===== config.mk =====
export PLATFORM = sky130hd
export DESIGN_NAME = serdes_rx_crc16
export DESIGN_NICKNAME = d
export VERILOG_FILES = /design/src/serdes_rx_config.svh /design/src/serdes_rx_pkg.sv /design/src/serdes_rx_crc16.sv
export SDC_FILE = /design/constraint.sdc
export NUM_CORES = 1
export LEC_CHECK = 0
export BUFFER_PORTS_ARGS = -buffer_cell sky130_fd_sc_hd__buf_2
export CAP_MARGIN = 20
export CORE_UTILIZATION = 54
export CTS_BUF_LIST = sky130_fd_sc_hd__clkbuf_4 sky130_fd_sc_hd__clkbuf_8 sky130_fd_sc_hd__clkbuf_16
export DETAILED_ROUTE_END_ITERATION = 7
export PLACE_DENSITY = 0.84
export SLEW_MARGIN = 20
export SYNTH_ARGS = -nofsm -noshare
export SYNTH_HDL_FRONTEND = slang
export SYNTH_SLANG_ARGS = --single-unit

===== constraint.sdc =====
create_clock -name ser_rx_clk -period 3.1 [get_ports ser_rx_clk]
set_input_delay 0.62 -clock ser_rx_clk [delete_from_list [all_inputs] [get_ports ser_rx_clk]]
set_output_delay 0.62 -clock ser_rx_clk [all_outputs]
set_load 0.005 [all_outputs]

===== src/serdes_rx_config.svh =====
// Build constants for the SERDES receive path, included by the RTL and the testbench
`ifndef SERDES_RX_CONFIG_SVH
`define SERDES_RX_CONFIG_SVH

// FIFO address width, 9 gives 512 lines
`define SERDES_RX_FIFO_AW 9

// Control characters, K flag set
`define K_COMMA     8'hBC   // K28.5
`define K_IDLE      8'h3C   // K28.1
`define K_PKT_START 8'hDC   // K28.6
`define K_PKT_END   8'h9C   // K28.4
`define K_XON       8'h5C   // K28.2
`define K_XOFF      8'h7C   // K28.3

// Invalid codes from the transceiver
`define K_LOS       8'hFF   // K31.7, loss of signal
`define K_ERROR     8'h00   // K0.0, decode error

// Data byte paired with comma as a pause
`define D_56        8'hC5   // D5.6

`endif


===== src/serdes_rx_pkg.sv =====
// Shared types of the SERDES receive path, referenced by scoped name from every module
`default_nettype none

package serdes_rx_pkg;

   typedef logic [15:0] ser_word_t;    // One halfword off the wire
   typedef logic [17:0] ser_sym_t;     // {k_msb, k_lsb, data}
   typedef logic [31:0] rx_line_t;     // Earlier halfword in [15:0]
   typedef logic [15:0] crc16_t;
   typedef logic [34:0] fifo_word_t;   // {error, sop, eop, line}
   typedef logic [15:0] fifo_count_t;  // Space or occupancy

   // Framer states
   typedef enum logic [2:0]
   {
      IDLE      = 3'd0,  // Armed, waiting for start
      FIRST_LO  = 3'd1,
      FIRST_HI  = 3'd2,
      PKT_LO    = 3'd3,
      PKT_HI    = 3'd4,
      CRC_CHECK = 3'd5,  // Expecting the CRC halfword
      ERROR     = 3'd6,  // Waiting for room for the error entry
      DONE      = 3'd7
   } rx_state_e;

endpackage

`default_nettype wire


===== src/serdes_rx_crc16.sv =====
// Running CRC-16-CCITT over payload halfwords, cleared by the framer between packets
`timescale 1ns/1ns
`default_nettype none

module serdes_rx_crc16
(
   input  wire                           ser_rx_clk,
   input  wire                           rst_rxclk,
   input  wire                           clr_i,   // Back to the seed
   input  wire                           upd_i,   // Fold in data_i
   input  wire serdes_rx_pkg::ser_word_t data_i,
   output serdes_rx_pkg::crc16_t         crc_o
);

   // Poly 0x1021, MSB first, all 16 bits in one step
   function automatic serdes_rx_pkg::crc16_t crc_step(input serdes_rx_pkg::crc16_t c,
                                                      input serdes_rx_pkg::ser_word_t d);
      serdes_rx_pkg::crc16_t r;
      logic                  fb;
      r = c;
      for (int i = 15; i >= 0; i--)
      begin
         fb = r[15] ^ d[i];
         r  = {r[14:0], 1'b0} ^ (fb ? 16'h1021 : 16'h0000);
      end
      return r;
   endfunction

   always_ff @(posedge ser_rx_clk)
   begin
      if (rst_rxclk || clr_i)
         crc_o <= 16'hFFFF;  // Seed
      else if (upd_i)
         crc_o <= crc_step(crc_o, data_i);
   end

endmodule

`default_nettype wire


* After elaboration in Yosys (flattened, before gate mapping)
Cells that the tools add are included.
** Word-level totals
- Memory bits (read-only) :: 0
- Word-level logic and storage cells :: 50
- Latch bits :: 0
- Memories kept :: 0
- Register bits :: 16
- Memory bits (writable) :: 0
** Operators by class
- Reduce and logical (&&, ||, !) cells :: 1
- Eq/ne operators :: 0
- Bitwise logic cells :: 32
- Multiply operators :: 0
- Divide/modulo/power cells :: 0
- Add/subtract/negate cells :: 0
- Muxes and demuxes :: 16
- $lt $le $gt $ge :: 0
- Shift-type cells :: 0
** Operator list (number)
- 16-bit by 13-bit bitwise XOR with 16-bit output :: 16
- 13-bit two-way mux :: 16
- 1-bit bitwise XOR :: 16
- 1-bit logical OR :: 1

* Depth between registers and ports, before layout
- Depth in word-level cells :: 48
- Mapped depth :: 6
- Gate-level depth less buffers :: 6

* Worst setup path after synthesis
Ideal clock, no wire load.
- Kind :: input to register
- Start :: in data_i[15]
- End :: reg crc_o[15]
- Arrival time :: 2.004 ns
- Buffers on the path :: 0
- Setup slack :: 0.967 ns
- Data required time :: 2.972 ns
- Stages :: 6
- Path through :: xnor2_2 > xnor3_1 > xnor2_2 > xnor3_1 > o21ai_0 > nand3b_1
** On the way
- Longest elaborated chain between the ends :: 24
** Ends and longest elaborated chain
- start: declaration :: line serdes_rx_crc16.sv:11 : input wire serdes_rx_pkg::ser_word_t data_i,
- 1-bit bitwise XOR * :: line serdes_rx_crc16.sv:23 : fb = r[15] ^ d[i];
- 13-bit two-way mux * :: line serdes_rx_crc16.sv:24 : r = {r[14:0], 1'b0} ^ (fb ? 16'h1021 : 16'h0000);
- 16-bit by 13-bit bitwise XOR with 16-bit output * (4 in series) :: line serdes_rx_crc16.sv:24
- 1-bit bitwise XOR :: line serdes_rx_crc16.sv:23
- 13-bit two-way mux :: line serdes_rx_crc16.sv:24
- 16-bit by 13-bit bitwise XOR with 16-bit output * (4 in series) :: line serdes_rx_crc16.sv:24
- 1-bit bitwise XOR :: line serdes_rx_crc16.sv:23
- 13-bit two-way mux :: line serdes_rx_crc16.sv:24
- 16-bit by 13-bit bitwise XOR with 16-bit output * (4 in series) :: line serdes_rx_crc16.sv:24
- 1-bit bitwise XOR :: line serdes_rx_crc16.sv:23
- 13-bit two-way mux :: line serdes_rx_crc16.sv:24
- 16-bit by 13-bit bitwise XOR with 16-bit output * (4 in series) :: line serdes_rx_crc16.sv:24
- end signal: assignment :: line serdes_rx_crc16.sv:34 : crc_o <= crc_step(crc_o, data_i);
- end: declaration :: line serdes_rx_crc16.sv:12 : output serdes_rx_pkg::crc16_t crc_o
Mark *: on every way between the ends. The rest lies on a longest branch, timed or not.
A chain may end at the register's enable or synchronous reset.

* Final worst setup path
- Start :: in data_i[14]
- End :: reg crc_o[7]
** On the way
- Longest elaborated chain between the ends :: 23
** Ends and longest elaborated chain (line)
- 1-bit bitwise XOR :: serdes_rx_crc16.sv:23
- 13-bit two-way mux :: serdes_rx_crc16.sv:24
- 16-bit by 13-bit bitwise XOR with 16-bit output (4 in series) :: serdes_rx_crc16.sv:24
- 1-bit bitwise XOR :: serdes_rx_crc16.sv:23
- 13-bit two-way mux :: serdes_rx_crc16.sv:24
- 16-bit by 13-bit bitwise XOR with 16-bit output (4 in series) :: serdes_rx_crc16.sv:24
- 1-bit bitwise XOR :: serdes_rx_crc16.sv:23
- 13-bit two-way mux :: serdes_rx_crc16.sv:24
- 16-bit by 13-bit bitwise XOR with 16-bit output (4 in series) :: serdes_rx_crc16.sv:24
- 1-bit bitwise XOR :: serdes_rx_crc16.sv:23
- 13-bit two-way mux :: serdes_rx_crc16.sv:24
- 16-bit by 13-bit bitwise XOR with 16-bit output (3 in series) :: serdes_rx_crc16.sv:24
No other way between the ends.

==> out/qor.yml <==
yosys_most_used_dff: "sky130_fd_sc_hd__dfxtp_1"
die_height_um: 47.7
final_hold_viol_count: 0
final_critical_path_required_period_ns: 2.16
rows: 16
drc: 0
worst_pin_slew_ns: 0.381
unrepaired_setup_endpoints_after_global_routing: "no"
gr-usage-all-layers_pct: 21.0
synth-edff-count: 0
top_register: "crc_o"
nFillCells: 168
initial_utilization_pct: 57.6
io_pins: 36
finalSetupViolCount: 0
static-leakage-power_nw: 0.590
fmaxAchievable_ghz: 0.464
grt_first_pass_wirelength_um: 3210
crit_type: "in -> reg"
first_global_vias: 741
timing.critical_path.from_type: "input pin"
drt_pre_antenna_iters: 4
stdcell_count: 178
detailroute.via_count: 885
powerDensity_nw_per_um2: 1470
inserted_clock_buffers: 3
setup_tns_ns: 0
reg2reg_depth: 6
core-area_um2: 1960
mean_cell_area_of_the_mapped_netlist_um2: 9.91
post_synth_and_or_nand_nor_area_fraction_pct: 12.0
run_status: "finished, final reports clean"
critical_path_arrival_ns: 2.39
grt.overflow.total: 0
detailedPlacementHpwl_um: 1750
worst_vdd_rail_ir_drop_uv: 924
clock_sink_count: 16
synth_area_um2: 1130
antenna_found_initial: 0
synthesis.yosys.warnings: 0
dp.cells: 174
detail_route.vias_per_cell: 4.97
synth_adder_area_share_pct: 0
cts.path.max_buffers: 2
report.final.slew_viol_count: 0
post_synth_xor_area_fraction_pct: 50.1
grt_max_degree: 26
post_synthesis_async_set_or_reset_flop_share_pct: 0
fp.dieW_um: 47.7
final.setup_skew_ns: 0.00617
mostFrequentLayoutCell: "sky130_fd_sc_hd__buf_2"
cts.htree.levels: 1
first_iter_violations: 5
muxShareOfSynthArea_pct: 0
ctsHoldBuffers: 0
maxCapViolCount: 0
root_buffer: "sky130_fd_sc_hd__clkbuf_4"
synth.ff_latch_count: 16
num_antenna_cells: 0
setup.worst_path.end_class: "flip-flop"
postCtsResizedCells: 0
worst_ep_required_time_ns: 3.33
yosys.cell_types.count: 19
areaGrowthSynthToFinish_pct: 21.4
timing.slew.headroom_pct: 74.6
portBuffers: 35
die_area_um2: 2280
gpl.final_weighted_congestion: 0.760
hold_depth: 2
clk_latency_ns: 0.29
number_of_instances_in_the_synthesized_netlist: 114
mappedNetlistNets: 134
detail_route.wl_per_cell_um: 12.3
finalNetCount: 172
final_min_period_over_clock_period_pct: 69.5
critical_path_fanout_max: 3
postRouteAntennaNets: 0
largest_register_ff_count: 16
clk_transition_reported_paths_ns: 0.10
share_of_the_synthesized_area_in_compound_gates_ao_oa_aoi_oai_pct: 8.31
holdCritPathClass: "reg -> reg"
reg.largest.list: "crc_o (16)"
post-cts-setup-buffer-count: 0
drive_gt1_share_pct: 33.8
routed_wl_um: 2180
synth_top_family_by_area: "XOR/XNOR gates"
yosysSeqAreaShare_pct: 28.3
tritoncts_clock_tree: "yes"
mostFrequentLayoutCells: "35 x sky130_fd_sc_hd__buf_2, 25 x sky130_fd_sc_hd__xnor2_1, 16 x sky130_fd_sc_hd__dfxtp_1"
layout make-up:
cell class / instances / area (um^2) / share of cell area [%]
clock buffer: 4 / 36.3 / 2.65
timing repair buffer: 36 / 183 / 13.3
multi-input combinational: 94 / 795 / 57.9
inverter: 1 / 3.75 / 0.274
tap: 27 / 33.8 / 2.46
sequential: 16 / 320 / 23.4
power breakdown:
part / internal (W) / total [W] / switching, W
combinational: 0.000825 / 0.00152 / 0.000699
clock: 0.0000716 / 0.000141 / 0.0000693
sequential: 0.000279 / 0.000352 / 0.0000724
total: 0.00118 / 0.00202 / 0.000841
cell families after synthesis:
logic type / after synthesis
compound gates: 18
simple gates: 29
flops: 16
xor+xnor: 47
buf+inv: 4
critical path: stages:
cell and delay [ns]:
sky130_fd_sc_hd__buf_2 0.13, sky130_fd_sc_hd__xnor2_2 0.22, sky130_fd_sc_hd__xnor3_2 0.54, sky130_fd_sc_hd__xnor2_2 0.30, sky130_fd_sc_hd__xor3_1 0.29, sky130_fd_sc_hd__and3_1 0.19
sky130_fd_sc_hd__o21ai_1 0.11
final timing paths:
kind	from	endpoint	slack [ns]
worst max-delay path	data_i[14]	crc_o[7]$_SDFFE_PP1P_	0.94
worst min-delay path	crc_o[2]$_SDFFE_PP1P_	crc_o[2]$_SDFFE_PP1P_	0.54
worst max register to register	crc_o[14]$_SDFFE_PP1P_	crc_o[7]$_SDFFE_PP1P_	1.01
worst min register to register	crc_o[2]$_SDFFE_PP1P_	crc_o[2]$_SDFFE_PP1P_	0.54
through the flow:
stage | instance area, um^2 | total power, W | hold slack, ns | util, % | setup slack (ns)
after global placement | 1340 | 0.00183 | 0.500 | 68.0 | 0.665
final | 1370 | 0.00202 | 0.537 | 69.9 | 0.945
after floorplan | 1130 | 0.00161 | 0.511 | - | 0.967
after CTS | 1370 | 0.00203 | 0.539 | 69.9 | 0.930
after detailed placement | 1340 | 0.00188 | 0.511 | 68.0 | 0.638
after global routing | 1370 | 0.00218 | 0.577 | 69.9 | 0.875
metal layers:
layer	global-route usage [%]	wire [um]
met1	26.6	1010
met2	34.6	1050
met3	6.04	98
met4	6.11	27
met5	0	0
synth_stat cells, drive strengths merged (2+ instances only):
cell type / instances / area share (%)
a31oi: 3 / 1.7
nand2: 12 / 4.0
dfxtp: 16 / 28
nor3: 6 / 2.7
nor2: 5 / 1.7
a21oi: 2 / 0.89
xnor2: 32 / 29
nand3b: 3 / 2.0
and3: 2 / 1.1
xor2: 8 / 6.2
o21ai: 13 / 5.8
clkbuf: 3 / 1.0
xnor3: 6 / 12
No activity file was read; power rests on OpenSTA's default activity.
