### src/serdes_rx_config.svh
// Build constants for the SERDES receive path, included by the RTL and the testbench
`ifndef SERDES_RX_CONFIG_SVH
`define SERDES_RX_CONFIG_SVH

// FIFO address width, 9 gives 512 lines
`define SERDES_RX_FIFO_AW 9

// Control characters, K flag set
`define K_COMMA     8'hBC   // K28.5
`define K_IDLE      8'h3C   // K28.1
`define K_PKT_START 8'hDC   // K28.6
`define K_PKT_END   8'h9C   // K28.4
`define K_XON       8'h5C   // K28.2
`define K_XOFF      8'h7C   // K28.3

// Invalid codes from the transceiver
`define K_LOS       8'hFF   // K31.7, loss of signal
`define K_ERROR     8'h00   // K0.0, decode error

// Data byte paired with comma as a pause
`define D_56        8'hC5   // D5.6

`endif

### src/serdes_rx_pkg.sv
// Shared types of the SERDES receive path, referenced by scoped name from every module
`default_nettype none

package serdes_rx_pkg;

   typedef logic [15:0] ser_word_t;    // One halfword off the wire
   typedef logic [17:0] ser_sym_t;     // {k_msb, k_lsb, data}
   typedef logic [31:0] rx_line_t;     // Earlier halfword in [15:0]
   typedef logic [15:0] crc16_t;
   typedef logic [34:0] fifo_word_t;   // {error, sop, eop, line}
   typedef logic [15:0] fifo_count_t;  // Space or occupancy

   // Framer states
   typedef enum logic [2:0]
   {
      IDLE      = 3'd0,  // Armed, waiting for start
      FIRST_LO  = 3'd1,
      FIRST_HI  = 3'd2,
      PKT_LO    = 3'd3,
      PKT_HI    = 3'd4,
      CRC_CHECK = 3'd5,  // Expecting the CRC halfword
      ERROR     = 3'd6,  // Waiting for room for the error entry
      DONE      = 3'd7
   } rx_state_e;

endpackage

`default_nettype wire

### src/serdes_rx_link_mon.sv
// XON/XOFF strobes and a link-up filter taken straight off the raw received words
`timescale 1ns/1ns
`default_nettype none
`include "serdes_rx_config.svh"

module serdes_rx_link_mon
(
   input  wire                          ser_rx_clk,
   input  wire                          rst_rxclk,
   input  wire serdes_rx_pkg::ser_sym_t raw_i,      // Unaligned input
   output logic                         xon_o,
   output logic                         xoff_o,
   output logic                         link_up_o
);

   logic       good;       // Not an error or LOS pair
   logic [3:0] good_sr;    // [0] newest

   assign good = !((raw_i == {2'b11, `K_ERROR, `K_ERROR}) ||
                   (raw_i == {2'b11, `K_LOS, `K_LOS}));

   always_ff @(posedge ser_rx_clk)
   begin
      if (rst_rxclk)
      begin
         xon_o     <= 1'b0;
         xoff_o    <= 1'b0;
         good_sr   <= '0;
         link_up_o <= 1'b0;
      end
      else
      begin
         // Either lane may carry the flow-control byte
         xon_o     <= ({raw_i[17], raw_i[15:8]} == {1'b1, `K_XON}) ||
                      ({raw_i[16], raw_i[7:0]} == {1'b1, `K_XON});
         xoff_o    <= ({raw_i[17], raw_i[15:8]} == {1'b1, `K_XOFF}) ||
                      ({raw_i[16], raw_i[7:0]} == {1'b1, `K_XOFF});
         good_sr   <= {good_sr[2:0], good};
         link_up_o <= &good_sr[3:1];  // Three oldest must agree
      end
   end

endmodule

`default_nettype wire

### config.mk
export PLATFORM = sky130hd
export DESIGN_NAME = serdes_rx_link_mon
export DESIGN_NICKNAME = d
export VERILOG_FILES = /design/src/serdes_rx_pkg.sv /design/src/serdes_rx_link_mon.sv
export VERILOG_INCLUDE_DIRS = /design/src
export SDC_FILE = /design/constraint.sdc
export NUM_CORES = 1
export LEC_CHECK = 0
export ABC_AREA = 1
export BUFFER_PORTS_ARGS = -buffer_cell sky130_fd_sc_hd__buf_2
export CELL_PAD_IN_SITES_DETAIL_PLACEMENT = 1
export CELL_PAD_IN_SITES_GLOBAL_PLACEMENT = 2
export CORE_MARGIN = 3
export CORE_UTILIZATION = 16
export CTS_CLUSTER_SIZE = 40
export DETAILED_ROUTE_END_ITERATION = 12
export PLACE_DENSITY_LB_ADDON = 0.1
export SYNTH_ARGS = -nofsm -noshare
export SYNTH_HDL_FRONTEND = slang
export SYNTH_SLANG_ARGS = --single-unit
### constraint.sdc
create_clock -name ser_rx_clk -period 0.8 [get_ports ser_rx_clk]
set_input_delay 0.04 -clock ser_rx_clk [delete_from_list [all_inputs] [get_ports ser_rx_clk]]
set_output_delay 0.04 -clock ser_rx_clk [all_outputs]
set_load 0.005 [all_outputs]
Word level (Yosys, flattened, before mapping)
Index checks and enable logic that the tools add are counted.
W data, S select, Z words.

storage, ports and cells
  latch bits = 0
  ROM bits = 0
  input bits = 20
  logic and storage cells = 15
  register bits = 7
  memory bits (writable) = 0
  memories = 0
  output and inout port bits = 3

operators by class
  divide/modulo/power cells = 0
  equality and inequality tests = 6
  multiplexer cells = 0
  shift operators = 0
  reduce and logical (&&, ||, !) cells = 5
  order comparisons = 0
  $mul = 0
  $add $sub $neg = 0
  bitwise gates (word level) = 0

operator list
  cell                    count
  $eq A18 B18 Y1 const B  2
  $eq A9 B9 Y1 const B    4
  $logic_or A1 B1 Y1      3
  $reduce_and A3 Y1       1
  $logic_not A1 Y1        1

Longest topological paths before layout
Gate-level depths: netlist of the first run.

  depth in word-level cells = 3
  mapped depth = 7
  depth with buffers taken out = 7

Worst setup path after synthesis of the first run
Ideal clock, no wire load.

  path type = register to register
  start = register good_sr[1]
  end = register link_up_o
  stages on the path, launching flop included = 4
  data arrival time = 0.524 ns
  buffers on the path = 0
  required time = 0.741 ns
  clock period less this slack = 0.584 ns
  path slack = 0.216 ns
  setup time = 0.059 ns
  cell sequence = dfxtp_1 -> inv_1 -> nor2_1 -> and3_1

between the ends
  word-level cells in the longest chain between the ends = 1

ends and longest elaborated chain
  element                 RTL line                  RTL
  start, declared         serdes_rx_link_mon.sv:17  logic [3:0] good_sr;
  start signal, assigned  serdes_rx_link_mon.sv:38  good_sr <= {good_sr[2:0], good};
  $reduce_and A3 Y1       serdes_rx_link_mon.sv:39  link_up_o <= &good_sr[3:1];
  end signal, assigned    serdes_rx_link_mon.sv:39
  end, declared           serdes_rx_link_mon.sv:13  output logic link_up_o

Every way passes these cells.
A chain may end at the register's enable or synchronous reset.

Worst setup path in the final report of the first run
  start = register xoff_o
  end = output port xoff_o

RTL lines
  element                 RTL line                  RTL
  start, declared         serdes_rx_link_mon.sv:12  output logic xoff_o,
  start signal, assigned  serdes_rx_link_mon.sv:36  xoff_o <= ({raw_i[17], raw_i[15:8]} == {1'b1, `K_XOFF}) ||

No word-level cell between the ends.

==> results of run 1 <==
[area by class of cell]
| cell class | count | area share [%] |
|---|---|---|
| clock buffers | 4 | 4.72 |
| inverters | 6 | 4.04 |
| multi-input cells | 51 | 40.0 |
| flip-flops and latches | 7 | 25.2 |
| well taps | 28 | 6.29 |
| repair buffers | 22 | 19.8 |
[stage by stage]
| step | setup WS, ps | util (%) | instance area (um2) | total power [mW] |
|---|---|---|---|---|
| 6_report | 115 | 24.7 | 557 | 0.788 |
| 4_1_cts | 102 | 24.7 | 557 | 0.805 |
| 5_1_grt | 70.1 | 24.7 | 557 | 0.847 |
| 2_1_floorplan | 216 | - | 385 | 0.412 |
| 3_5_place_dp | 21.7 | 23.5 | 531 | 0.490 |
| 3_3_place_gp | 13.1 | 23.5 | 531 | 0.488 |
[where the power goes]
part           internal (mW)  leakage (nW)  total [mW]  switching, mW
registers              0.358        0.0573       0.361        0.00244
clock network          0.190        0.0150       0.308          0.118
logic                 0.0552         0.206       0.119         0.0638
total                  0.603         0.278       0.788          0.184
[synthesized netlist by cell type, drive strengths merged]
cell type,count
nor2,21
nand2,19
dfxtp,7
inv,6
nand3,3
a21oi,2
nand3b,2
nor3,2
and2,1
and3,1
[state kept, by name, summed over array words and instances, names as in the netlist]
name / count
xoff_o: 1
link_up_o: 1
good_sr: 4
xon_o: 1
[placed cells by master (no fill, tap or decap)]
cell and count:
and3_1 1, dfxtp_1 7, nor3_2 2, inv_1 6, buf_2 22, a21oi_1 2
nand3b_1 2, and2_1 1, nand3_1 3, clkbuf_1 1, clkbuf_4 3, nand2_1 19
nor2_1 21
[cell families (layout without fill, tap and decap cells)]
logic type | Yosys count | after routing | share of synthesized area (%)
flops | 7 | 7 | 36.4
simple gates | 49 | 49 | 55.2
buf+inv | 6 | 32 | 5.84
compound gates | 2 | 2 | 2.60
[layer usage]
layer	vias to the layer above	GRT usage (%)
met5	-	0
met4	0	6.07
met3	2	1.61
met2	12	10.8
met1	201	8.45
li1	248	-
[path summary, 6_finish.rpt]
path | slack, ps | depth (start not counted) | to
max | 110 | 1 | xoff_o
min | 30 | 2 | good_sr[3]
max reg2reg | 150 | 3 | link_up_o
min reg2reg | 410 | 2 | good_sr[1]
==> metrics.txt, run 1 <==
Starting Density=17.1%; Area Growth Syn to Fin=44.5%; crit path launch=xoff_o; cts hold-fix bufs=0; CP max stage delay=between 200 and 300 ps; post-synth top area share=36.4%; Seq/Total Area, Yosys=between 30% and 40%; clock buffer depth=2; Post-Route M1 WL=432 um; critical path type=register to output pin; Hold Crit Start=rst_rxclk; Final nets=approximately 110; Fin. Hold Viols=0; core region area=0.00225 mm2; dominant cells by area after synthesis=dfxtp_1, nor2_1, nand2_1, inv_1, nor3_2; Multi-input gate area=223 um2; RSZ-0062 raised after global routing=false; # rows=17; Cell variety after synth=10; Tcrit/Tclk final=around 86%; H-tree lvl count=1; syn_nets=84; P_leak=0.278 nW; initial antenna violation count=0; setup tns final=0 ps; antenna-violating nets left=0; Critical Path Slowest Stage Cell=dfxtp_1; root buf cell=clkbuf_4; IO Pins=23; DIE HEIGHT=55.1 um; post-route minimum period=between 600 and 700 ps; placer congestion estimate=0.616; largest net degree at the start of global routing=7; max layer used=met4; Total GRT Usage=7.15%; vias in the first global route=390; Slew Limit Fails=0; Layout Skew=~0.76 ps; Die Area=around 0.0030 mm2; Mean Syn Cell Area=6.02 um2; critical path launch point type=register; die width=55.1 um; Hold WC Path Type=primary input to register; First DRT Iteration DRCs=3; PwrDens=1410 mW/mm2; Final Non-Filler Cells=118; Max Fanout on Critical Path=1; # setup viols final=0; worst vdd ir=0.663 mV; met3 wire length=67 um; Pre-antenna DRT Iters=4; Vias/cell=3.92; dpl hpwl=about 930 um; Sequential Area=140 um2; WHS=around 29 ps; fillcell total=316; area leader, netlist=dfxtp_1; Reg2Reg Launch Point=good_sr[1]; WL/cell=8.50 um; first-pass GRT wire length=~1.5 mm; synthesized flop and latch total=7; Cell Chain, Critical Path=buf_2; clk_lat worst skew=240 ps; Max Cap Viol=0; Mapped Cells=64; Slew headroom=87.1%; layout cells sized above 1=a little under a third; Cells after DPL=114; actual slew at the worst max-slew pin=192 ps; routed wl met2=492 um; Cell Area, Synth=385 um2; Diodes inserted=0; Port Buf Inserts=22; fmax=1460 MHz; Req. time, crit path=760 ps; post-cts resize count=0; TritonCTS clock tree=built; Reg clk slew, reported paths=50 ps; Routed WL=1.00 mm; # clock sinks=7; CP delay by family, top=flip-flops; CP bufs+invs=1; total CTS buffers=3; GR Overflow Total=0; status=complete, no violations; Synth Warn #=0; worst path arrival time=650 ps; Vias=463; DRC viols=0; Post-CTS Setup Bufs=0; CP Capture Type=output pin
(Power assumes the default switching activity.)
==> inputs of run 2 (changes only) <==
--- a/config.mk
+++ b/config.mk
@@ -14,7 +14,7 @@
 export CORE_UTILIZATION = 16
 export CTS_CLUSTER_SIZE = 40
 export DETAILED_ROUTE_END_ITERATION = 12
-export PLACE_DENSITY_LB_ADDON = 0.1
+export PLACE_DENSITY = 0.71
 export SYNTH_ARGS = -nofsm -noshare
 export SYNTH_HDL_FRONTEND = slang
 export SYNTH_SLANG_ARGS = --single-unit
==> run 2 against run 1 <==
Utilization is the same. Highest routed layer unchanged. Sequential power is essentially flat. Largest power group unchanged. Critical path type unchanged. Via count shrank 4.1%. Critical endpoint unchanged. Fmax shrank 1.6%.
==> metrics.txt, run 2 (synthesized netlist as in run 1, its figures left out) <==
status=complete, no violations; Slew headroom=87.9% (+0.75 points); antenna-violating nets left=0 (unchanged); H-tree lvl count=1 (unchanged); Routed WL=1.03 mm (+2.9%); initial antenna violation count=0 (unchanged); Layout Skew=5.15 ps (+4.40 ps); # clock sinks=7 (unchanged); CP Capture Type=output pin; clock buffer depth=2 (unchanged); worst vdd ir=0.489 mV (-26%); Post-CTS Setup Bufs=0 (unchanged); Max Fanout on Critical Path=1 (unchanged); Vias=444 (-4.1%); First DRT Iteration DRCs=6 (+3); Pre-antenna DRT Iters=4 (unchanged); # rows=17 (unchanged); Area Growth Syn to Fin=44.5% (unchanged); Diodes inserted=0 (unchanged); max FFs per register=4 (unchanged); cell area after layout=557 um2 (unchanged); most common cell after layout, fill and taps aside=buf_2; Max Cap Viol=0 (unchanged); Reg clk slew, reported paths=50 ps (about the same); pre-CTS setup slack=56.4 ps (+34.7 ps); CP delay by family, top=flip-flops; vias in the first global route=443 (+14%); Final nets=111 (unchanged); total CTS buffers=3 (unchanged); Req. time, crit path=760 ps (about the same); DIE HEIGHT=55.1 um (unchanged); critical path depth=1 (unchanged); P_leak=0.278 nW (unchanged); Cell Chain, Critical Path=buf_2; Critical Path Slowest Stage Cell=dfxtp_1; Die Area=0.00303 mm2 (unchanged); CP bufs+invs=1 (unchanged); most frequent cells in the layout=buf_2, nor2_1, nand2_1; Hold WC Path Type=primary input to register; RSZ-0062 raised after global routing=false; R2R cell count=3 (unchanged); CP max stage delay=290 ps (about the same); setup tns final=0 ps (unchanged); WL/cell=8.75 um (+2.9%); post-cts resize count=0 (unchanged); Starting Density=17.1% (unchanged); fillcell total=305 (-3.5%); first-pass GRT wire length=1.72 mm (+15%); largest net degree at the start of global routing=7 (unchanged); clk_lat worst skew=250 ps (about the same); layout cells sized above 1=30.0% (unchanged); GR Overflow Total=0 (unchanged); Tcrit/Tclk final=87.0% (+1.4 points); root buf cell=clkbuf_4; Slew Limit Fails=0 (unchanged); worst path arrival time=660 ps (about the same); largest register by flop count=good_sr; core region area=0.00225 mm2 (unchanged); dpl hpwl=899 um (-3.4%); Placed Area=531 um2 (unchanged); actual slew at the worst max-slew pin=181 ps (-11.2 ps); post-route minimum period=696 ps (+10.9 ps); critical path launch point type=register; Vias/cell=3.76 (-4.1%); final setup margin=104 ps (-10.9 ps); # setup viols final=0 (unchanged); cts hold-fix bufs=0 (unchanged); hold path depth=2 (unchanged); Port Buf Inserts=22 (unchanged); Total GRT Usage=7.99% (+0.83 points); fmax=1440 MHz (-1.6%); Final Power=0.800 mW (+1.6%); critical path type=register to output pin; DRC viols=0 (unchanged); Fin. Hold Viols=0 (unchanged); IO Pins=23 (unchanged); die width=55.1 um (unchanged); PwrDens=1440 mW/mm2 (+1.6%); placer congestion estimate=0.649 (+5.4%); TritonCTS clock tree=built
-- run 2: cell counts in the layout (fill, tap and decap cells not counted) --
Identical to the previous run, type by type.
-- run 2: worst register-to-register path, stage by stage, from the launching register on --
cell and delay [ps]:
dfxtp_1 300, inv_1 30, nor2_1 100, and3_1 150
-- run 2: path summary, 6_finish.rpt --
kind	from	end	slack, ps
worst max-delay path	xoff_o	xoff_o	100
worst min-delay path	rst_rxclk	xon_o	30
worst max register to register	good_sr[1]	link_up_o	170
worst min register to register	good_sr[0]	good_sr[1]	410
-- run 2: per-layer routing --
layer	part of all wire [%]	GRT usage, %
met4	1.5	4.86
met5	0	0
met1	47	9.09
met3	6.9	2.41
met2	45	13.0
-- run 2: layout make-up --
class	instances	area, um2	area share (%)
Multi-Input combinational cell	51	223	40.0
Sequential cell	7	140	25.2
Timing Repair Buffer	22	110	19.8
Tap cell	28	35.0	6.29
Clock buffer	4	26.3	4.72
Inverter	6	22.5	4.04
-- run 2: metrics by stage --
step / cells / hold WS [ps] / util [%]
2_1_floorplan: 64 / 109 / -
3_3_place_gp: 114 / 286 / 23.5
3_5_place_dp: 114 / 289 / 23.5
4_1_cts: 118 / 23.7 / 24.7
5_1_grt: 118 / 41.3 / 24.7
6_report: 118 / 28.1 / 24.7
-- run 2: power by group --
part | switching [mW] | internal [mW]
combinational | 0.0649 | 0.0552
clock | 0.129 | 0.190
sequential | 0.00268 | 0.358
