**config.mk**
```make
export PLATFORM = sky130hd
export DESIGN_NAME = serdes_rx_framer
export DESIGN_NICKNAME = d
export VERILOG_FILES = /design/src/serdes_rx_pkg.sv /design/src/serdes_rx_framer.sv
export VERILOG_INCLUDE_DIRS = /design/src
export SDC_FILE = /design/constraint.sdc
export NUM_CORES = 1
export LEC_CHECK = 0
export BUFFER_PORTS_ARGS = -buffer_cell sky130_fd_sc_hd__clkbuf_2
export CORE_MARGIN = 2
export CORE_UTILIZATION = 40
export CTS_BUF_LIST = sky130_fd_sc_hd__clkbuf_4 sky130_fd_sc_hd__clkbuf_8
export DETAILED_ROUTE_END_ITERATION = 10
export GPL_TIMING_DRIVEN = 0
export PLACE_DENSITY_LB_ADDON = 0.08
export RECOVER_POWER = 50
export SLEW_MARGIN = 40
export SYNTH_ARGS = -nofsm -noshare
export SYNTH_HDL_FRONTEND = slang
export SYNTH_SLANG_ARGS = --single-unit
```
**constraint.sdc**
```tcl
create_clock -name ser_rx_clk -period 7.61 [get_ports ser_rx_clk]
set_clock_uncertainty 0.15 [all_clocks]
set_input_delay 0.3805 -clock ser_rx_clk [delete_from_list [all_inputs] [get_ports ser_rx_clk]]
set_output_delay 0.3805 -clock ser_rx_clk [all_outputs]
set_load 0.02 [all_outputs]
```
**src/serdes_rx_config.svh**
```systemverilog
// Build constants for the SERDES receive path, included by the RTL and the testbench
`ifndef SERDES_RX_CONFIG_SVH
`define SERDES_RX_CONFIG_SVH

// FIFO address width, 9 gives 512 lines
`define SERDES_RX_FIFO_AW 9

// Control characters, K flag set
`define K_COMMA     8'hBC   // K28.5
`define K_IDLE      8'h3C   // K28.1
`define K_PKT_START 8'hDC   // K28.6
`define K_PKT_END   8'h9C   // K28.4
`define K_XON       8'h5C   // K28.2
`define K_XOFF      8'h7C   // K28.3

// Invalid codes from the transceiver
`define K_LOS       8'hFF   // K31.7, loss of signal
`define K_ERROR     8'h00   // K0.0, decode error

// Data byte paired with comma as a pause
`define D_56        8'hC5   // D5.6

`endif

```
**src/serdes_rx_pkg.sv**
```systemverilog
// Shared types of the SERDES receive path, referenced by scoped name from every module
`default_nettype none

package serdes_rx_pkg;

   typedef logic [15:0] ser_word_t;    // One halfword off the wire
   typedef logic [17:0] ser_sym_t;     // {k_msb, k_lsb, data}
   typedef logic [31:0] rx_line_t;     // Earlier halfword in [15:0]
   typedef logic [15:0] crc16_t;
   typedef logic [34:0] fifo_word_t;   // {error, sop, eop, line}
   typedef logic [15:0] fifo_count_t;  // Space or occupancy

   // Framer states
   typedef enum logic [2:0]
   {
      IDLE      = 3'd0,  // Armed, waiting for start
      FIRST_LO  = 3'd1,
      FIRST_HI  = 3'd2,
      PKT_LO    = 3'd3,
      PKT_HI    = 3'd4,
      CRC_CHECK = 3'd5,  // Expecting the CRC halfword
      ERROR     = 3'd6,  // Waiting for room for the error entry
      DONE      = 3'd7
   } rx_state_e;

endpackage

`default_nettype wire

```
**src/serdes_rx_framer.sv**
```systemverilog
// Packet FSM of the receive path, builds lines, checks the CRC and writes the FIFO
`timescale 1ns/1ns
`default_nettype none
`include "serdes_rx_config.svh"

module serdes_rx_framer
(
   input  wire                          ser_rx_clk,
   input  wire                          rst_rxclk,
   input  wire serdes_rx_pkg::ser_sym_t sym_i,        // Aligned symbol
   input  wire                          start_i,
   input  wire serdes_rx_pkg::crc16_t   crc_i,        // CRC so far, before this halfword
   input  wire                          fifo_full_i,
   output logic                         arm_o,
   output logic                         crc_clr_o,
   output logic                         crc_upd_o,
   output logic                         wr_en_o,
   output serdes_rx_pkg::fifo_word_t    wr_data_o     // {error, sop, eop, line}
);

   localparam serdes_rx_pkg::fifo_word_t ERR_WORD = {1'b1, 2'b00, 32'd0};

   serdes_rx_pkg::rx_state_e state_q;
   serdes_rx_pkg::ser_word_t half_q;     // Low half of the line in progress
   serdes_rx_pkg::rx_line_t  pend_line;  // Last complete line, not yet written
   logic                     pend_sop;   // Pending line is the first one
   logic                     is_data;
   logic                     is_pause;
   logic                     is_end;
   logic                     can_wr;

   assign is_data  = (sym_i[17:16] == 2'b00);
   // Flow-control fill, framer just holds
   assign is_pause = (sym_i == {2'b10, `K_COMMA, `D_56}) ||
                     (sym_i == {2'b11, `K_XON, `K_XON}) ||
                     (sym_i == {2'b11, `K_XOFF, `K_XOFF});
   assign is_end   = (sym_i == {2'b11, `K_PKT_END, `K_PKT_END});

   // A write already in flight is not yet counted by the FIFO
   assign can_wr = !fifo_full_i && !wr_en_o;

   assign arm_o     = (state_q == serdes_rx_pkg::IDLE);
   assign crc_clr_o = (state_q == serdes_rx_pkg::IDLE);
   assign crc_upd_o = is_data && (state_q inside {serdes_rx_pkg::FIRST_LO,
                                                  serdes_rx_pkg::FIRST_HI,
                                                  serdes_rx_pkg::PKT_LO,
                                                  serdes_rx_pkg::PKT_HI,
                                                  serdes_rx_pkg::CRC_CHECK});

   always_ff @(posedge ser_rx_clk)
   begin : fsm
      logic fail;
      fail    = 1'b0;
      wr_en_o <= 1'b0;  // Single-cycle strobe
      case (state_q)
         serdes_rx_pkg::IDLE:
            if (start_i)
               state_q <= serdes_rx_pkg::FIRST_LO;
         serdes_rx_pkg::FIRST_LO:
            if (is_data)
            begin
               half_q  <= sym_i[15:0];
               state_q <= serdes_rx_pkg::FIRST_HI;
            end
            else if (!is_pause)
               fail = 1'b1;
         serdes_rx_pkg::FIRST_HI:
            if (is_data)
            begin
               pend_line <= {sym_i[15:0], half_q};  // First line stays pending
               pend_sop  <= 1'b1;
               state_q   <= serdes_rx_pkg::PKT_LO;
            end
            else if (!is_pause)
               fail = 1'b1;
         serdes_rx_pkg::PKT_LO:
            if (is_data)
            begin
               half_q  <= sym_i[15:0];
               state_q <= serdes_rx_pkg::PKT_HI;
            end
            else if (is_end)
               state_q <= serdes_rx_pkg::CRC_CHECK;
            else if (!is_pause)
               fail = 1'b1;
         serdes_rx_pkg::PKT_HI:
            if (is_data && can_wr)
            begin
               // New line done, older one goes out without eop
               wr_en_o   <= 1'b1;
               wr_data_o <= {1'b0, pend_sop, 1'b0, pend_line};
               pend_line <= {sym_i[15:0], half_q};
               pend_sop  <= 1'b0;
               state_q   <= serdes_rx_pkg::PKT_LO;
            end
            else if (is_data || !is_pause)
               fail = 1'b1;  // Full FIFO or stray K
         serdes_rx_pkg::CRC_CHECK:
            if (sym_i == {2'b00, crc_i} && can_wr)
            begin
               wr_en_o   <= 1'b1;
               wr_data_o <= {1'b0, pend_sop, 1'b1, pend_line};
               state_q   <= serdes_rx_pkg::DONE;
            end
            else if (!is_pause)
               fail = 1'b1;  // Bad CRC, no room, or junk
         serdes_rx_pkg::ERROR:
            fail = 1'b1;  // Retry the error entry
         serdes_rx_pkg::DONE:
            state_q <= serdes_rx_pkg::IDLE;
      endcase

      // Pending line is dropped, error entry takes its place
      if (fail)
      begin
         if (can_wr)
         begin
            wr_en_o   <= 1'b1;
            wr_data_o <= ERR_WORD;
            state_q   <= serdes_rx_pkg::IDLE;
         end
         else
            state_q <= serdes_rx_pkg::ERROR;
      end

      if (rst_rxclk)
      begin
         state_q  <= serdes_rx_pkg::IDLE;
         wr_en_o  <= 1'b0;
         pend_sop <= 1'b0;
      end
   end

   // FIFO must still have room when the write lands
   a_no_wr_full: assert property (@(posedge ser_rx_clk) disable iff (rst_rxclk)
      wr_en_o |-> !fifo_full_i);

   a_state_known: assert property (@(posedge ser_rx_clk) disable iff (rst_rxclk)
      !$isunknown(state_q));

   // DONE carries exactly the eop write
   a_done_write: assert property (@(posedge ser_rx_clk) disable iff (rst_rxclk)
      (state_q == serdes_rx_pkg::DONE) |-> wr_en_o && wr_data_o[32] ##1 !wr_en_o);

endmodule

`default_nettype wire

```
== Word level (Yosys, flattened, before mapping) ==
Index checks and enable logic that the tools add are counted.
W data, S select, Z words.

* Register bits: 88
* Input port bits: 38
* Output and inout port bits: 39
* Word-level logic and storage cells: 80

* Equal/unequal tests: 20
* Muxes and demuxes: 34
* Reductions and logical operators: 20

{| class="wikitable"
|+ Operator list
! kind !! number
|-
| $mux W35 || 4
|-
| $eq A18 B18 Y1 const B || 4
|-
| $pmux W35 S2 || 1
|-
| $mux W32 || 2
|-
| $pmux W32 S2 || 1
|-
| $mux W3 || 9
|-
| $pmux W3 S7 || 1
|-
| $eq A18 B16 Y1 || 1
|-
| $mux W1 || 13
|-
| $eq A3 B3 Y1 const B || 4
|-
| $ne A3 B2 Y1 const B || 3
|-
| $reduce_bool A8 Y1 || 1
|-
| $reduce_and A7 Y1 || 1
|-
| $eq A3 B2 Y1 const B || 2
|-
| $ne A3 B1 Y1 const B || 2
|-
| $pmux W1 S5 || 1
|-
| $reduce_bool A5 Y1 || 1
|-
| $logic_and A1 B1 Y1 || 4
|-
| $ne A4 B3 Y1 const B || 1
|-
| $pmux W1 S2 || 2
|-
| $reduce_or A2 Y1 || 2
|-
| $eq A3 B1 Y1 const B || 1
|-
| $logic_not A1 Y1 || 3
|-
| $logic_not A3 Y1 || 1
|-
| other kinds (7) || 9
|}

== Logic depth before layout (Yosys ltp) ==
Gate-level depths: netlist of the first run.

* Word-level depth: 10
* Mapped depth: 10
* Gate-level depth less buffers: 7

== Least setup slack after synthesis of the first run ==
No wires, ideal clock.

* Kind: register to register
* Start point: reg state_q[2]
* End point: reg pend_line[0] (enable)
* Setup time: 0.432 ns
* Arrival: 2.458 ns
* Data required time: 7.028 ns
* Path slack: 4.570 ns
* Cell stages (with the launch flop): 6
* Path buffers: 2
* Period minus slack after synthesis: 3.040 ns
* Cells stage by stage: dfxtp_1 -> buf_2 -> nor2b_1 -> buf_2 -> nand2_1 -> a21oi_1

* Longest elaborated chain between the ends: 3
* Elaborated cells between the ends (all ways): 6
* Those cells by class: eq/ne (4); reduce/logical (2)

{| class="wikitable"
|+ Ends and longest elaborated chain
! element !! RTL line !! RTL
|-
| from (decl) || serdes_rx_framer.sv:23 || <nowiki>serdes_rx_pkg::rx_state_e state_q;</nowiki>
|-
| from (signal assigned) || serdes_rx_framer.sv:58 || <nowiki>state_q <= serdes_rx_pkg::FIRST_LO;</nowiki>
|-
| from (signal assigned) || serdes_rx_framer.sv:63 || <nowiki>state_q <= serdes_rx_pkg::FIRST_HI;</nowiki>
|-
| from (signal assigned) || serdes_rx_framer.sv:72 || <nowiki>state_q <= serdes_rx_pkg::PKT_LO;</nowiki>
|-
| $eq A3 B3 Y1 or $eq A3 B2 Y1 (tied branches) || serdes_rx_framer.sv:55 || <nowiki>case (state_q)</nowiki>
|-
| $ne A2 B1 Y1 (no source line) (tied with other cells) || -- ||
|-
| $reduce_and A3 Y1 (no source line) (*) || -- ||
|-
| to (signal assigned) || serdes_rx_framer.sv:70 || <nowiki>pend_line <= {sym_i[15:0], half_q};</nowiki>
|-
| to (signal assigned) || serdes_rx_framer.sv:92 || <nowiki>pend_line <= {sym_i[15:0], half_q};</nowiki>
|-
| to (decl) || serdes_rx_framer.sv:25 || <nowiki>serdes_rx_pkg::rx_line_t pend_line;</nowiki>
|}

Every way passes the cells marked *; elsewhere a longest branch is shown, timed or not.
A chain may end at the register's enable or synchronous reset.

== Final worst setup path of the first run ==
* Start point: reg state_q[2]
* End point: reg wr_data_o[24]

* Longest elaborated chain between the ends: 4
* Elaborated cells between the ends (all ways): 11
* Those cells by class: eq/ne (6); mux (4); reduce/logical (1)

{| class="wikitable"
|+ Ends and longest elaborated chain
! element !! RTL line !! RTL
|-
| $eq A3 B1 Y1 (tied with other cells) || serdes_rx_framer.sv:55 ||
|-
| $reduce_or A2 Y1 (no source line) or $pmux W35 S2 (tied branches) || -- ||
|-
| $pmux W1 S5 or $mux W35 (tied branches) || serdes_rx_framer.sv:55, serdes_rx_framer.sv:116 ||
|-
| $mux W35 (*) || serdes_rx_framer.sv:114 || <nowiki>if (fail)</nowiki>
|-
| to (signal assigned) || serdes_rx_framer.sv:91 || <nowiki>wr_data_o <= {1'b0, pend_sop, 1'b0, pend_line};</nowiki>
|-
| to (signal assigned) || serdes_rx_framer.sv:102 || <nowiki>wr_data_o <= {1'b0, pend_sop, 1'b1, pend_line};</nowiki>
|-
| to (decl) || serdes_rx_framer.sv:18 || <nowiki>output serdes_rx_pkg::fifo_word_t wr_data_o</nowiki>
|}

Marked as above.

==> results of run 1 <==
[kinds of logic (layout without fill, tap and decap cells)]
kind of cell	count (synthesis)	in the layout	share of synthesized area
muxes	2	2	0.006925
xor gates and xnor gates	17	17	0.03925
AOI/OAI and AO/OA	54	54	0.1128
and+or+nand+nor	119	119	0.1774
DFF	88	88	0.5910
buffers and inverters	55	148	0.07256
[layout by cell type, fill, tap and decap left out, types with 2 or more instances in the layout]
cell / synthesis / layout
nor2_1: 12 / 11
a21oi_2: 31 / 31
clkbuf_2: 1 / 24
xnor2_1: 15 / 15
or2_2: 33 / 33
nor4_1: 2 / 2
nand3_1: 35 / 35
edfxtp_1: 48 / 48
o21ai_0: 4 / 4
nor3_1: 6 / 6
nand4_1: 5 / 5
inv_1: 37 / 37
a21o_1: 3 / 3
dfxtp_1: 40 / 40
clkbuf_1: 5 / 60
nand2_1: 12 / 12
xor2_1: 2 / 2
a21oi_1: 9 / 8
clkbuf_4: 0 / 6
buf_6: 8 / 8
nand2b_1: 3 / 3
clkbuf_8: 0 / 9
[layout make-up]
type,count,share of cell area
Buffer,18,0.02979
Clock buffer,15,0.03758
Clock inverter,1,0.006682
Inverter,37,0.03090
Multi-Input combinational cell,192,0.2870
Sequential cell,88,0.4989
Tap cell,129,0.03591
Timing Repair Buffer,77,0.07322
[metal layers]
metal  GRT usage  up-vias  share of wire  routed length [um]
li1            -     1317              -                   -
met1      0.2346     1245           0.46                3883
met2      0.2837       67           0.48                4059
met3     0.04486        2          0.051                 426
met4     0.04366        0         0.0043                  36
met5           0        -              0                   0
[power by group through the flow]
stage          clock (uW)  sequential (uW)  combinational (uW)
2_1_floorplan           0              721                 243
3_3_place_gp            0              645                 448
3_5_place_dp            0              646                 456
4_1_cts               338              635                 458
5_1_grt               354              646                 477
6_report              331              634                 435
[path summary, 6_finish.rpt]
kind                    to  cells past startpoint
max          wr_data_o[24]                      9
min                wr_en_o                      2
max reg2reg  wr_data_o[24]                      9
min reg2reg  pend_line[11]                      0
[worst register-to-register path: cells and delay by family (launching register included)]
family | cells | cell delay (ns)
AOI/OAI and AO/OA | 2 | 0.18
buffers and inverters | 3 | 1.13
DFF | 1 | 0.32
and+or+nand+nor | 4 | 0.87
[registers in the layout (all words and copies together) (netlist names)]
name,cells
state_q,3
wr_en_o,1
pend_line,32
wr_data_o,35
half_q,16
pend_sop,1
[through the flow]
stage,power [uW],std cells,setup slack (ns),util
after global routing,1477,557,4.555,0.4864
after global placement,1093,540,3.638,0.4692
final,1400,557,4.866,0.4864
after detailed placement,1102,541,4.939,0.4723
after CTS,1431,557,5.254,0.4938
after floorplan,963.7,335,4.570,-
==> results.env, run 1 <==
POWER.INTERNAL_uW=934.6
CRITICAL_PATH.REG2REG.STARTPOINT='state_q[2]'
MULTI_INPUT_AREA_UM2=1290
WORSTSETUPPATHTYPE='flip-flop to flip-flop'
AVGVIACOUNTPERCELL=4.724
RESULT_OF_THE_RUN='completed'
CRITPATHLAUNCHTYPE='flip-flop'
POWER.SHARE.SWITCHING=0.3325
YOSYS.AREA.TOP_TYPE_SHARE=0.3799
CTS_REPAIR_RESIZE_COUNT=0
SYNTH.CELLS.MOST_FREQUENT='48 x edfxtp_1, 40 x dfxtp_1, 37 x inv_1'
WORST_PATH_MAX_DELAY_CELL='clkbuf_1'
MIN_PATH_TYPE='input pin to flip-flop'
MAX-CAP-VIOLATIONS=0
SEQUENTIALPOWERSHARE=0.453
DIE_W_UM=101.4
RSZ0062_AT_GRT='no'
FIRST_PASS_ITERS=4
DRT-INITIAL-DRC-COUNT=87
POWER.SHARE.COMBINATIONAL=0.311
ROUTED_WIRELENGTH_UM=8405
PEAKVDDDROP_mV=0.1229
GRT_START_MAX_NET_PINS=19
GR-TOTAL-OVERFLOW=0
DIE_H_UM=101.4
CLOCK_TREE.BUFFER_DEPTH=2
GPL.FINAL_WEIGHTED_CONGESTION=0.8244
CLOCK.FMAX_MHz=364.4
WORST_TRAN_PIN_VALUE_NS=0.7705
NUMCTSBUFFERS=9
PATH_BUF_INV=3
SYNTH.AREA.TOP_CELLS='edfxtp_1 38%, dfxtp_1 21%, a21oi_2 7.2%, or2_2 5.4%, nand3_1 4.6%'
DP.FINAL_HPWL_UM=6087
AREA.SEQUENTIAL_UM2=2242
CRITPATHMOSTFREQUENTCELL='clkbuf_1'
CTS_ROOT_BUF='clkbuf_8'
SYNTH_ENABLE_FLOP_CELLS=48
NETLIST.TOP_CELL.BY_AREA='edfxtp_1'
YOSYS.CELL_COUNT.TOP_TYPE='edfxtp_1'
N_ANTENNA_CELL=0
REG2REG_SETUP_SLACK_NS=4.87
FINALINSTANCEAREA_UM2=4494
SYNTH_FP_NETS=373
SYNTHESIS.YOSYS.WARNINGS=0
WORSTHOLDSTART='rst_rxclk'
SYNTH_FLOP_CELL='edfxtp_1'
HOLD_VIOLATIONS=0
CLOCK_TREE.HTREE_LEVEL_COUNT=3
CRIT_START='state_q[2]'
IO_PINS=77
FILLERINSTANCES=895
CTS_TREE='yes'
SYN_INST=335
PORT_BUFFERS=76
POWER_DENSITY_nW_PER_UM2=311.5
SYNTH-SEQ-AREA-SHARE=0.5910
CPPEAKSTAGEDELAY_NS=0.43
YOSYS_REGISTER_BITS=88
GROUTE.USAGE.OVERALL=0.1746
POSTPLACECELLAREA_UM2=4364
CTS_SETUP_BUFFERS=0
CORE_AREA_UM2=9240
FIN_HOLD_WS_NS=0.1321
FINALSETUPVIOLCOUNT=0
PWR-SHARE-CLK=0.236
MEAN_CELL_AREA_OF_THE_MAPPED_NETLIST_UM2=11.32
FIN_CRIT_NS=2.744
P_SWITCHING_uW=465.5
CTS_HOLD_BUF=0
CP_CELL_SEQUENCE='clkbuf_1 -> nor2b_1 -> clkbuf_1 -> nand2_1 -> nor2_1 -> a21o_4 -> clkbuf_1 -> or2_2 -> a21oi_2'
PATH_DELAY_FAMILY='buffers and inverters'
CTS.SINKS=88
CLKSLEWWORSTSETUPHOLDPATHS_NS=0.08
ROWS=35
SYNTHESIS.AREA_UM2=3794
CRIT_PATH_MAX_FANOUT=10
CRIT_REQUIRED_NS=7.69
FINAL-MAX-SLEW-VIOLATION-COUNT=0
NETS_FINISH=461
DRIVE_ABOVE_1_SHARE=0.2944
GRT_PASS1_WL_UM=13440
CRITICAL_PATH.ENDPOINT_TYPE='flip-flop'
TIMING.FINAL.CRIT_SHARE=0.3606
SETUP_TNS_NS=0
DIEAREA_UM2=10280
VIAS=2631
UNIQUE_CELL_TYPE_COUNT_IN_THE_YOSYS_NETLIST=42
ROUTE.ANTENNA.REMAINING_NETS=0
REMAINING_DRC_ERRORS=0
MAX-SLEW-MARGIN-REL=0.4857
AREA_GROWTH_PCT=18.47
POSTSYNTH.ASYNCRESETSHARE=0
TOTAL_LEAKAGE_POWER_uW=0.001516
CRITPATHARRIVALTIME_NS=2.83
CLOCK_LATENCY_NS=0.34
INITIAL_ANTENNA_VIOLATION_COUNT=0
WL_PER_INSTANCE_UM=15.09
INITIAL_UTILIZATION=0.4106
FIRST_GLOBAL_VIAS=2500
No activity file was read; power rests on OpenSTA's default activity.
==> inputs of run 2 (changes only) <==
==> constraint.sdc (replaced) <==
create_clock -name ser_rx_clk -period 2.5 [get_ports ser_rx_clk]
set_clock_uncertainty 0.15 [all_clocks]
set_input_delay 0.125 -clock ser_rx_clk [delete_from_list [all_inputs] [get_ports ser_rx_clk]]
set_output_delay 0.125 -clock ser_rx_clk [all_outputs]
set_load 0.02 [all_outputs]
==> results.env, run 2 (synthesis results as in run 1) <==
GRT_START_MAX_NET_PINS=19
WORST-R2R-CELL-COUNT=9
DRIVE_ABOVE_1_SHARE=0.2946
NUMCTSBUFFERS=9
DIEAREA_UM2=10280
WORST_PATH_MAX_DELAY_CELL='dlygate4sd3_1'
WORSTSETUPPATHTYPE='input pin to flip-flop'
SETUP_TNS_NS=0
REG2REG_SETUP_SLACK_NS=0.22
FILLERINSTANCES=879
WORST_TRAN_PIN_VALUE_NS=0.7804
CRITPATHLAUNCHTYPE='input pin'
GRT_PASS1_WL_UM=13830
PORT_BUFFERS=76
MAX-SLEW-MARGIN-REL=0.4792
WORST_HOLD_PATH.ENDPOINT='wr_data_o[32]'
AREA_GROWTH_PCT=24.24
DIE_H_UM=101.4
MOST-COMMON-LAYOUT-CELLS='56 x clkbuf_1, 48 x edfxtp_1, 40 x dfxtp_1'
FINALSETUPVIOLCOUNT=0
NETS_FINISH=481
GPL.FINAL_WEIGHTED_CONGESTION=0.8605
DR_WL_MET3_UM=322
DIE_W_UM=101.4
LARGEST_REGISTER_FF_COUNT=35
CORE_AREA_UM2=9240
CTS_TREE='yes'
TOP_SIGNAL_LAYER_USED='met4'
FINAL-MAX-SLEW-VIOLATION-COUNT=0
FIRST_GLOBAL_VIAS=2532
FIRST_PASS_ITERS=4
MOST_COMMON_CELL_AFTER_LAYOUT_FILL_AND_TAPS_ASIDE='clkbuf_1'
GR-TOTAL-OVERFLOW=0
MET2WIRELENGTH_UM=4365
VIAS=2710
HOLDPATHSTAGES=5
REGISTERS.TOP_BY_FF_COUNT='wr_data_o'
CRITICAL_PATH.REG2REG.STARTPOINT='state_q[0]'
RESULT_OF_THE_RUN='completed'
PEAKVDDDROP_mV=0.4373
WORST_SLACK_SETUP_FINAL_NS=0.1809
CLOCK.FMAX_MHz=431.2
HOLD_VIOLATIONS=0
MAX-CAP-VIOLATIONS=0
CLOCK_LATENCY_NS=0.35
GROUTE.USAGE.OVERALL=0.1832
ROUTE.ANTENNA.REMAINING_NETS=0
AVGVIACOUNTPERCELL=4.697
CRIT_PATH_MAX_FANOUT=10
CRIT_REQUIRED_NS=2.64
TOTAL_LEAKAGE_POWER_uW=0.001616
WL_PER_INSTANCE_UM=15.62
CLKSLEWWORSTSETUPHOLDPATHS_NS=0.08
DP_SLACK_NS=0.06024
MIN_PATH_TYPE='input pin to flip-flop'
TIMING.FINAL.CRIT_SHARE=0.9276
CPPEAKSTAGEDELAY_NS=0.52
CLOCK_TREE.HTREE_LEVEL_COUNT=3
MET1WIRELENGTH_UM=4218
REMAINING_DRC_ERRORS=0
CRITICAL_PATH.ENDPOINT_TYPE='flip-flop'
POWER_DENSITY_nW_PER_UM2=907.7
CRITPATHARRIVALTIME_NS=2.46
INITIAL_UTILIZATION=0.4106
INITIAL_ANTENNA_VIOLATION_COUNT=0
FIN_CRIT_NS=2.319
CTS_ROOT_BUF='clkbuf_8'
ROUTED_WIRELENGTH_UM=9011
DP.FINAL_HPWL_UM=6161
N_ANTENNA_CELL=0
REG_TOP3='wr_data_o (35), pend_line (32), half_q (16)'
RSZ0062_AT_GRT='no'
ROWS=35
CP_CELL_SEQUENCE='dlygate4sd3_1 -> clkbuf_1 -> nand4_1 -> nor4_2 -> nand4_1 -> o21ai_2 -> a21oi_2 -> o21a_1 -> buf_6 -> buf_6 -> a21oi_2'
IO_PINS=77
WORSTHOLDSTART='sym_i[16]'
CTS.SINKS=88
CLOCK_TREE.BUFFER_DEPTH=2
DRT-INITIAL-DRC-COUNT=75
CRIT-REG2REG-CAPTURE='wr_data_o[32]'
run 2: cell count changes in the layout (fill, tap and decap cells not counted):
| cell | change |
|---|---|
| clkinv_2 | +2 |
| buf_8 | -1 |
| dlygate4sd3_1 | +19 |
| nor3_1 | -1 |
| nor3_2 | +1 |
| clkinvlp_4 | +1 |
| buf_2 | +2 |
| buf_6 | +1 |
| clkbuf_4 | -3 |
| buf_16 | +1 |
| clkbuf_1 | -4 |
| clkbuf_2 | +2 |
run 2: critical path: cells and delay by family:
kind / cells / cell delay, ns
AO/OA/AOI/OAI: 4 / 0.61
buffers and inverters: 4 / 1.05
AND/OR/NAND/NOR: 3 / 0.64
run 2: timing repair:
item,in CTS,in global routing
hold buffers,19,0
endpoints found under the hold margin,37,0
setup endpoints to repair,0,21
setup buffers,0,0
gates resized for setup,0,5
run 2: metal layers:
metal	global-route usage	vias up
met4	0.06237	0
li1	-	1356
met3	0.03520	9
met1	0.2442	1284
met2	0.3006	61
met5	0	-
run 2: final cells by class:
type / instances / area, um^2 / share of cell area
Clock buffer: 12 / 146.4 / 0.03106
Timing Repair Buffer: 97 / 543.0 / 0.1152
Tap cell: 129 / 161.4 / 0.03424
Inverter: 37 / 138.9 / 0.02947
Multi-Input combinational cell: 192 / 1295 / 0.2748
Sequential cell: 88 / 2242 / 0.4757
Buffer: 18 / 138.9 / 0.02947
Clock inverter: 4 / 47.55 / 0.01009
run 2: worst max-delay path by stage:
stage	endpoint	slack, ns	from	cells after the start
CTS	wr_data_o[26]	0.01	sym_i[7]	10
floorplan	pend_line[0]	0.09	state_q[2]	5
finish	wr_data_o[33]	0.18	sym_i[11]	11
detailed placement	wr_data_o[26]	0.06	sym_i[8]	9
global route	wr_data_o[33]	0.03	sym_i[11]	11
global placement	pend_line[16]	-0.58	state_q[2]	5
run 2: per-stage QoR:
step | area, um^2 | cells | total power [uW] | utilization | hold slack (ns)
global placement | 4339 | 540 | 3331 | 0.4696 | 0.2324
global route | 4713 | 577 | 4532 | 0.5101 | 0.2757
finish | 4713 | 577 | 4278 | 0.5101 | 0.2470
floorplan | 3797 | 335 | 2935 | - | 0.04407
CTS | 4772 | 577 | 4377 | 0.5165 | 0.2382
detailed placement | 4388 | 542 | 3361 | 0.4749 | 0.2309
run 2: power by group:
part	switching [uW]	total [uW]	internal, uW
Sequential	127	1930	1800
Clock	489	982	493
Combinational	829	1370	539
Total	1450	4280	2830
